`src/hw/ex_pkg.sv`:
```
package ex_pkg;

    // ----------------------------------------
    // Widths
    // ----------------------------------------
    localparam int unsigned XLEN          = 32;
    localparam int unsigned TRANS_ID_BITS = 3;

    // ----------------------------------------
    // Opcodes
    // ----------------------------------------
    typedef enum logic [3:0] {
        ADD = 4'd0,
        SUB = 4'd1,
        AND = 4'd2,
        OR  = 4'd3,
        XOR = 4'd4,
        SLL = 4'd5,
        SRL = 4'd6,
        SLT = 4'd7,
        // Iterative, low word of the product
        MUL = 4'd8
    } fu_op_e;

    // ----------------------------------------
    // Issue and writeback payloads
    // ----------------------------------------
    typedef struct packed {
        fu_op_e                   operator;
        logic [TRANS_ID_BITS-1:0] trans_id;
        logic [XLEN-1:0]          operand_a;
        logic [XLEN-1:0]          operand_b;
    } fu_data_t;

    typedef struct packed {
        logic [TRANS_ID_BITS-1:0] trans_id;
        logic [XLEN-1:0]          result;
    } wb_data_t;

endpackage

```
`src/hw/issue_dispatch.sv`:
```
`timescale 1ns/1ps

module issue_dispatch #(
    parameter int unsigned NUM_LANES = 4
) (
    input  logic                 clk_i,
    input  logic                 rst_ni,
    input  logic                 issue_req_i,
    input  ex_pkg::fu_data_t     issue_data_i,
    output logic                 issue_ack_o,
    input  logic [NUM_LANES-1:0] lane_busy_i,
    output logic [NUM_LANES-1:0] lane_start_o,
    output ex_pkg::fu_data_t     lane_data_o
);

    localparam int unsigned LANE_W = (NUM_LANES > 1) ? $clog2(NUM_LANES) : 1;

    typedef enum logic [1:0] {
        IDLE,
        ACK,
        WAIT_LOW
    } disp_state_e;

    disp_state_e       state_q;
    logic              free_found;
    logic [LANE_W-1:0] free_idx;
    logic              take;

    // Lowest-numbered idle lane wins
    always_comb begin
        free_found = 1'b0;
        free_idx   = '0;
        for (int i = NUM_LANES - 1; i >= 0; i--) begin
            if (!lane_busy_i[i]) begin
                free_found = 1'b1;
                free_idx   = LANE_W'(i);
            end
        end
    end

    assign take = (state_q == IDLE) && issue_req_i && free_found;

    always_ff @(posedge clk_i or negedge rst_ni) begin
        if (!rst_ni) begin
            state_q      <= IDLE;
            issue_ack_o  <= 1'b0;
            lane_start_o <= '0;
        end else begin
            // Start is a one-cycle pulse
            lane_start_o <= '0;
            case (state_q)
                IDLE: begin
                    if (take) begin
                        issue_ack_o            <= 1'b1;
                        lane_start_o[free_idx] <= 1'b1;
                        state_q                <= ACK;
                    end
                end
                ACK: begin
                    // Requester may already have let go of req
                    if (!issue_req_i) begin
                        issue_ack_o <= 1'b0;
                        state_q     <= IDLE;
                    end else begin
                        state_q <= WAIT_LOW;
                    end
                end
                WAIT_LOW: begin
                    if (!issue_req_i) begin
                        issue_ack_o <= 1'b0;
                        state_q     <= IDLE;
                    end
                end
                default: state_q <= IDLE;
            endcase
        end
    end

    // Shared operation bus, stable while start is high
    always_ff @(posedge clk_i) begin
        if (take) begin
            lane_data_o <= issue_data_i;
        end
    end

    // A start never lands on a lane that is still working
    assert property (@(posedge clk_i) disable iff (!rst_ni)
        (lane_start_o & lane_busy_i) == '0)
        else $error("issue_dispatch: start sent to a busy lane");

endmodule

```
`src/hw/exec_lane.sv`:
```
`timescale 1ns/1ps

module exec_lane (
    input  logic             clk_i,
    input  logic             rst_ni,
    input  logic             start_i,
    input  ex_pkg::fu_data_t op_i,
    input  logic             release_i,
    output logic             busy_o,
    output logic             done_o,
    output ex_pkg::wb_data_t result_o
);
    import ex_pkg::*;

    localparam int unsigned CNT_W = $clog2(XLEN);

    typedef enum logic [1:0] {
        IDLE,
        MUL_RUN,
        DONE
    } lane_state_e;

    lane_state_e      state_q;
    logic [CNT_W-1:0] cnt_q;
    logic [XLEN-1:0]  mcand_q;
    logic [XLEN-1:0]  mplier_q;
    wb_data_t         res_q;
    logic [XLEN-1:0]  alu_result;
    logic [XLEN-1:0]  mul_term;
    logic [CNT_W-1:0] shamt;
    logic             take;
    logic             is_mul;

    assign take   = (state_q == IDLE) && start_i;
    assign is_mul = (op_i.operator == MUL);
    assign shamt  = op_i.operand_b[CNT_W-1:0];

    // ----------------------------------------
    // Single-cycle ALU
    // ----------------------------------------
    always_comb begin
        case (op_i.operator)
            ADD:     alu_result = op_i.operand_a + op_i.operand_b;
            SUB:     alu_result = op_i.operand_a - op_i.operand_b;
            AND:     alu_result = op_i.operand_a & op_i.operand_b;
            OR:      alu_result = op_i.operand_a | op_i.operand_b;
            XOR:     alu_result = op_i.operand_a ^ op_i.operand_b;
            SLL:     alu_result = op_i.operand_a << shamt;
            SRL:     alu_result = op_i.operand_a >> shamt;
            SLT: begin
                alu_result = {{(XLEN-1){1'b0}},
                              $signed(op_i.operand_a) < $signed(op_i.operand_b)};
            end
            default: alu_result = '0;
        endcase
    end

    // Partial product for the current multiplier bit
    assign mul_term = mplier_q[0] ? mcand_q : '0;

    always_ff @(posedge clk_i or negedge rst_ni) begin
        if (!rst_ni) begin
            state_q <= IDLE;
            cnt_q   <= '0;
        end else begin
            case (state_q)
                IDLE: begin
                    if (take && is_mul) begin
                        // Bit 0 is folded into the load, 31 bits remain
                        cnt_q   <= CNT_W'(XLEN - 2);
                        state_q <= MUL_RUN;
                    end else if (take) begin
                        state_q <= DONE;
                    end
                end
                MUL_RUN: begin
                    cnt_q <= cnt_q - 1'b1;
                    if (cnt_q == '0) begin
                        state_q <= DONE;
                    end
                end
                DONE: begin
                    if (release_i) begin
                        state_q <= IDLE;
                    end
                end
                default: state_q <= IDLE;
            endcase
        end
    end

    // Hold register doubles as the shift-add accumulator
    always_ff @(posedge clk_i) begin
        if (take) begin
            res_q.trans_id <= op_i.trans_id;
            if (is_mul) begin
                res_q.result <= op_i.operand_b[0] ? op_i.operand_a : '0;
                mcand_q      <= op_i.operand_a << 1;
                mplier_q     <= op_i.operand_b >> 1;
            end else begin
                res_q.result <= alu_result;
            end
        end else if (state_q == MUL_RUN) begin
            res_q.result <= res_q.result + mul_term;
            mcand_q      <= mcand_q << 1;
            mplier_q     <= mplier_q >> 1;
        end
    end

    assign busy_o   = (state_q != IDLE);
    assign done_o   = (state_q == DONE);
    assign result_o = res_q;

    // Dispatcher and arbiter must follow the lane state
    assert property (@(posedge clk_i) disable iff (!rst_ni) start_i |-> state_q == IDLE)
        else $error("exec_lane: start while lane not idle");
    assert property (@(posedge clk_i) disable iff (!rst_ni) release_i |-> state_q == DONE)
        else $error("exec_lane: release before result is done");

endmodule

```
`src/hw/wb_arbiter.sv`:
```
`timescale 1ns/1ps

module wb_arbiter #(
    parameter int unsigned NUM_LANES = 4
) (
    input  logic                             clk_i,
    input  logic                             rst_ni,
    input  logic [NUM_LANES-1:0]             lane_done_i,
    input  ex_pkg::wb_data_t [NUM_LANES-1:0] lane_result_i,
    output logic [NUM_LANES-1:0]             lane_release_o,
    output logic                             wb_req_o,
    output ex_pkg::wb_data_t                 wb_data_o,
    input  logic                             wb_ack_i
);

    localparam int unsigned LANE_W = (NUM_LANES > 1) ? $clog2(NUM_LANES) : 1;

    typedef enum logic [1:0] {
        WB_IDLE,
        WB_REQ,
        WB_ACK_LOW
    } wb_state_e;

    wb_state_e         state_q;
    logic [LANE_W-1:0] last_q;
    logic              pick_valid;
    logic [LANE_W-1:0] pick_idx;
    logic              grant;

    // ----------------------------------------
    // Round-robin, search starts after last served
    // ----------------------------------------
    always_comb begin
        int unsigned cand;
        pick_valid = 1'b0;
        pick_idx   = '0;
        for (int unsigned i = 1; i <= NUM_LANES; i++) begin
            cand = (int'(last_q) + i) % NUM_LANES;
            if (!pick_valid && lane_done_i[cand]) begin
                pick_valid = 1'b1;
                pick_idx   = LANE_W'(cand);
            end
        end
    end

    // Both req and ack low before a new pick
    assign grant = (state_q == WB_IDLE) && !wb_req_o && !wb_ack_i && pick_valid;

    always_ff @(posedge clk_i or negedge rst_ni) begin
        if (!rst_ni) begin
            state_q        <= WB_IDLE;
            wb_req_o       <= 1'b0;
            lane_release_o <= '0;
            last_q         <= LANE_W'(NUM_LANES - 1);
        end else begin
            lane_release_o <= '0;
            case (state_q)
                WB_IDLE: begin
                    if (grant) begin
                        wb_req_o <= 1'b1;
                        last_q   <= pick_idx;
                        state_q  <= WB_REQ;
                    end
                end
                WB_REQ: begin
                    // Lane is freed as req drops
                    if (wb_ack_i) begin
                        wb_req_o               <= 1'b0;
                        lane_release_o[last_q] <= 1'b1;
                        state_q                <= WB_ACK_LOW;
                    end
                end
                WB_ACK_LOW: begin
                    if (!wb_ack_i) begin
                        state_q <= WB_IDLE;
                    end
                end
                default: state_q <= WB_IDLE;
            endcase
        end
    end

    always_ff @(posedge clk_i) begin
        if (grant) begin
            wb_data_o <= lane_result_i[pick_idx];
        end
    end

    // Served lane keeps its result unchanged while req is high
    assert property (@(posedge clk_i) disable iff (!rst_ni)
        wb_req_o |-> lane_done_i[last_q] && wb_data_o == lane_result_i[last_q])
        else $error("wb_arbiter: writeback data no longer matches the served lane");

endmodule

```
`src/hw/ex_stage.sv`:
```
`timescale 1ns/1ps

module ex_stage #(
    parameter int unsigned NUM_LANES = 4
) (
    input  logic             clk_i,
    input  logic             rst_ni,
    // Issue port, four-phase
    input  logic             issue_req_i,
    input  ex_pkg::fu_data_t issue_data_i,
    output logic             issue_ack_o,
    // Writeback port, four-phase
    output logic             wb_req_o,
    output ex_pkg::wb_data_t wb_data_o,
    input  logic             wb_ack_i
);
    import ex_pkg::*;

    logic [NUM_LANES-1:0]     lane_busy;
    logic [NUM_LANES-1:0]     lane_start;
    logic [NUM_LANES-1:0]     lane_done;
    logic [NUM_LANES-1:0]     lane_release;
    fu_data_t                 lane_data;
    wb_data_t [NUM_LANES-1:0] lane_result;

    issue_dispatch #(
        .NUM_LANES ( NUM_LANES )
    ) dispatch_i (
        .clk_i,
        .rst_ni,
        .issue_req_i,
        .issue_data_i,
        .issue_ack_o,
        .lane_busy_i  ( lane_busy  ),
        .lane_start_o ( lane_start ),
        .lane_data_o  ( lane_data  )
    );

    // ----------------------------------------
    // Identical execution lanes
    // ----------------------------------------
    for (genvar g = 0; g < NUM_LANES; g++) begin : gen_lane
        exec_lane lane_i (
            .clk_i,
            .rst_ni,
            .start_i   ( lane_start[g]   ),
            .op_i      ( lane_data       ),
            .release_i ( lane_release[g] ),
            .busy_o    ( lane_busy[g]    ),
            .done_o    ( lane_done[g]    ),
            .result_o  ( lane_result[g]  )
        );
    end

    wb_arbiter #(
        .NUM_LANES ( NUM_LANES )
    ) arbiter_i (
        .clk_i,
        .rst_ni,
        .lane_done_i    ( lane_done    ),
        .lane_result_i  ( lane_result  ),
        .lane_release_o ( lane_release ),
        .wb_req_o,
        .wb_data_o,
        .wb_ack_i
    );

endmodule

```
`config.mk`:
```
export PLATFORM = sky130hd
export DESIGN_NAME = ex_stage
export DESIGN_NICKNAME = d
export VERILOG_FILES = /design/src/hw/ex_pkg.sv /design/src/hw/issue_dispatch.sv /design/src/hw/exec_lane.sv /design/src/hw/wb_arbiter.sv /design/src/hw/ex_stage.sv
export SDC_FILE = /design/constraint.sdc
export NUM_CORES = 2
export LEC_CHECK = 0
export BUFFER_PORTS_ARGS = -buffer_cell sky130_fd_sc_hd__buf_2
export CAP_MARGIN = 40
export CORE_UTILIZATION = 60
export CTS_CLUSTER_DIAMETER = 30
export DETAILED_ROUTE_END_ITERATION = 10
export PLACE_DENSITY = 0.87
export SYNTH_ARGS = -nofsm -noshare
export SYNTH_HDL_FRONTEND = slang
export SYNTH_SLANG_ARGS = --single-unit
```
`constraint.sdc`:
```
create_clock -name clk_i -period 5.15 [get_ports clk_i]
set_input_delay 1.03 -clock clk_i [delete_from_list [all_inputs] [get_ports clk_i]]
set_output_delay 1.03 -clock clk_i [all_outputs]
set_load 0.05 [all_outputs]
```
==> results.ini <==
[sta]
tns_ps = 0
fin_skew_ps = 66.8
slew_headroom_pct = 34.0
finalCritPeriodShare_pct = 90.0
tightest_slew_ps = 985
slew_violations = 0
rsz0062_at_grt = no
layout_min_cycle_time_ps = 4630
setup_viol = 0
hold_viol = 0
max_freq_mhz = 216
worst_hold_slack_ps = 201

[worst_setup_path]
crit_top_cell = a21oi_1
cp.required_ps = 5550
path_cells = inv_1, ha_1, fa_1, o21bai_1, a21oi_1, o31ai_1, a21oi_1, o21bai_1, a21oi_1, o311a_1, or3_1, a31oi_1, o21ai_0
cp.arrival_ps = 5040
r2r_cells = 13
critPathSlowestCell = a31oi_1
worstReg2RegStart = dispatch_i.lane_data_o[32]$_DFFE_PP_
r2r_slack_ps = 520
path_max_fanout = 7
crit_path_max_incr_delay_ps = 710
startpoint_type = flip-flop
worstSetupPathType = reg -> reg
crit_start = dispatch_i.lane_data_o[32]$_DFFE_PP_
cp-end-kind = flip-flop
r2r-end = gen_lane[3].lane_i.result_o[12]$_DFFE_PP_

[power]
switching_power_mw = 9.09
ir_drop_uv = 536
switching_share_pct = 41.1
p_leak_nw = 17.6
seqPwrFrac_pct = 27.4
power_density_nw_per_um2 = 522
power.internal_mw = 13.0
pwr-share-comb_pct = 39.0
pwr-share-clk_pct = 33.5

[yosys]
ys.flop_type = edfxtp_1
synth-edff-count = 494
netlist_area_um2 = 36700
async_flop_share_pct = 8.18
synth_compound_area_share_pct = 20.9
yosys_warnings = 0
post_synth_and_or_nand_nor_area_fraction_pct = 15.6
syn_area_per_cell_um2 = 9.46
synthXorXnorAreaFrac_pct = 2.84
synth_seq_cells = 538
yosysUniqueCellTypes = 90
synth_cells = 3880
seq_area_frac_synth_pct = 43.4
synthAdderAreaFrac_pct = 8.82
synth_mux_area_share_pct = 4.49
syn_nets = 4210
synth_top_family_by_area = compound AO/OA/AOI/OAI gates

[die]
dieArea_um2 = 62200
ios = 112
die_w_um = 249
coreArea_um2 = 60400
rows = 90
fp.dieH_um = 249
initial_core_util_pct = 60.8

[place]
gp_congestion = 1.04
io_buffers = 111
dp.final_hpwl_mm = 84.4
place_area_um2 = 38400

[route]
via_per_inst = 6.75
wl_per_cell_um = 24.5
num_vias = 33000
drc = 0
drtAntennaViolNets = 0
dr.pass1.iters = 7
routed_wl_mm = 120
drt_iter0_drc = 4731

[grt]
overflow = 0
grt_pass1_wl_mm = 182
antenna_found_initial = 1
grt_pass1_vias = 31600
grt_max_degree = 91
groute.usage.overall_pct = 37.9

[final_layout]
drive_above_1_share_pct = 12.8
syn_to_final_growth_pct = 15.5
final_util_pct = 70.2
final_cell_area_um2 = 42400
nFillCells = 4259
nNetsFinal = 4332

[clock_network]
clk_latency_ps = 700
cts_sinks = 538
post_cts_buffers = 0
clk_pin_slew_ps = 50
ctsResizeCount = 0
cts_max_level = 3
clockRootBuffer = clkbuf_16
cts_tree = built
ctsHoldBuffers = 0
numCtsBuffers = 116
cts_buffer_depth = 3

[worst_hold_path]
min_path_type = in -> async

[flow_run]
maxCapViolCount = 0

[status]
outcome = finished, final reports clean

[state kept, by name (all words and copies together), names as in the netlist, 4 cells and up]
| register | flops |
|---|---|
| dispatch_i.lane_data_o | 71 |
| gen_lane.lane_i.cnt_q | 20 |
| gen_lane.lane_i.result_o | 140 |
| arbiter_i.lane_release_o | 4 |
| gen_lane.lane_i.state_q | 8 |
| dispatch_i.lane_start_o | 4 |
| gen_lane.lane_i.mcand_q | 124 |
| arbiter_i.wb_data_o | 35 |
| gen_lane.lane_i.mplier_q | 124 |
[worst max-delay path, delay by kind of cell, from the launching register on]
family,cells,cell delay [ps]
buf+inv,1,160
simple gates,1,380
compound gates,9,2740
fa+ha+maj,2,710
flops,1,400
[cells in the final DEF (no fill, tap or decap), drive strengths merged, types with 40 or more instances in the layout]
cell	netlist	routed
buf	35	213
o21ai	427	427
inv	152	164
a21oi	275	275
a31oi	72	72
clkinv	3	54
nor2	297	297
dfrtp	42	42
clkbuf	174	134
edfxtp	494	494
xor2	41	41
a21o	72	72
mux2i	65	65
nand2b	40	40
xnor2	78	78
nand3	42	42
a211oi	72	72
and2	171	171
nand2	511	511
nor3	62	62
ha	249	249
[metrics by stage]
stage | std cells | power (mW) | worst slack, ps
finish | 4889 | 22.1 | 517
global route | 4888 | 22.9 | 372
CTS | 4886 | 21.8 | 688
detailed placement | 4664 | 14.3 | 643
global placement | 4657 | 14.1 | 648
floorplan | 3880 | 11.4 | 670
[worst max-delay path by stage]
stage / to / cells past startpoint / slack (ps)
3_3_place_gp: gen_lane[1].lane_i.result_o[14]$_DFFE_PP_ / 14 / 650
6_report: gen_lane[3].lane_i.result_o[12]$_DFFE_PP_ / 13 / 520
3_5_place_dp: gen_lane[1].lane_i.result_o[14]$_DFFE_PP_ / 14 / 640
4_1_cts: gen_lane[1].lane_i.result_o[14]$_DFFE_PP_ / 14 / 690
5_1_grt: gen_lane[3].lane_i.result_o[12]$_DFFE_PP_ / 13 / 370
2_1_floorplan: gen_lane[1].lane_i.result_o[12]$_DFFE_PP_ / 17 / 670
[cell type report]
type / count / area (µm²) / area share [%]
clock inverter: 88 / 936 / 2.21
inverter: 155 / 583 / 1.38
timing repair buffer: 213 / 1430 / 3.38
sequential: 538 / 15900 / 37.6
antenna: 1 / 2.50 / 0.00590
multi-input combinational: 2978 / 19500 / 45.9
clock buffer: 134 / 3060 / 7.23
tap: 782 / 978 / 2.31
[routing by layer]
metal | GRT usage [%] | routed length (µm) | vias up
met4 | 16.4 | 5320 | 2
met1 | 50.9 | 45300 | 15500
met3 | 8.78 | 15500 | 414
li1 | - | - | 14600
met5 | 0 | 12 | -
met2 | 59.1 | 53700 | 2465
[kinds of logic after synthesis]
family / Yosys count
adders and majority gates: 255
xor gates and xnor gates: 119
buffers and inverters: 364
DFF: 538
muxes: 120
AOI/OAI and AO/OA: 1233
and+or+nand+nor: 1251
[power by group through the flow]
stage / Sequential (mW) / Clock, mW / Combinational (mW)
finish: 6.07 / 7.42 / 8.64
floorplan: 6.42 / 0 / 5.02
global placement: 6.10 / 0 / 8.05
CTS: 6.05 / 7.45 / 8.29
global route: 6.11 / 7.66 / 9.10
detailed placement: 6.12 / 0 / 8.17
[cell usage after synthesis (62+ instances only)]
master,number,share of area [%]
xnor2_1,78,1.9
o21ai_0,425,5.8
ha_1,249,8.5
nor3_1,62,0.85
inv_1,150,1.5
a31oi_1,72,1.2
mux2i_1,65,1.8
a21o_1,72,1.5
edfxtp_1,494,40
a211oi_1,71,1.5
clkbuf_1,174,1.8
nand2_1,510,5.2
a21oi_1,274,3.7
and2_1,171,2.9
nor2_1,297,3.0
No activity file was read; power rests on OpenSTA's default activity.
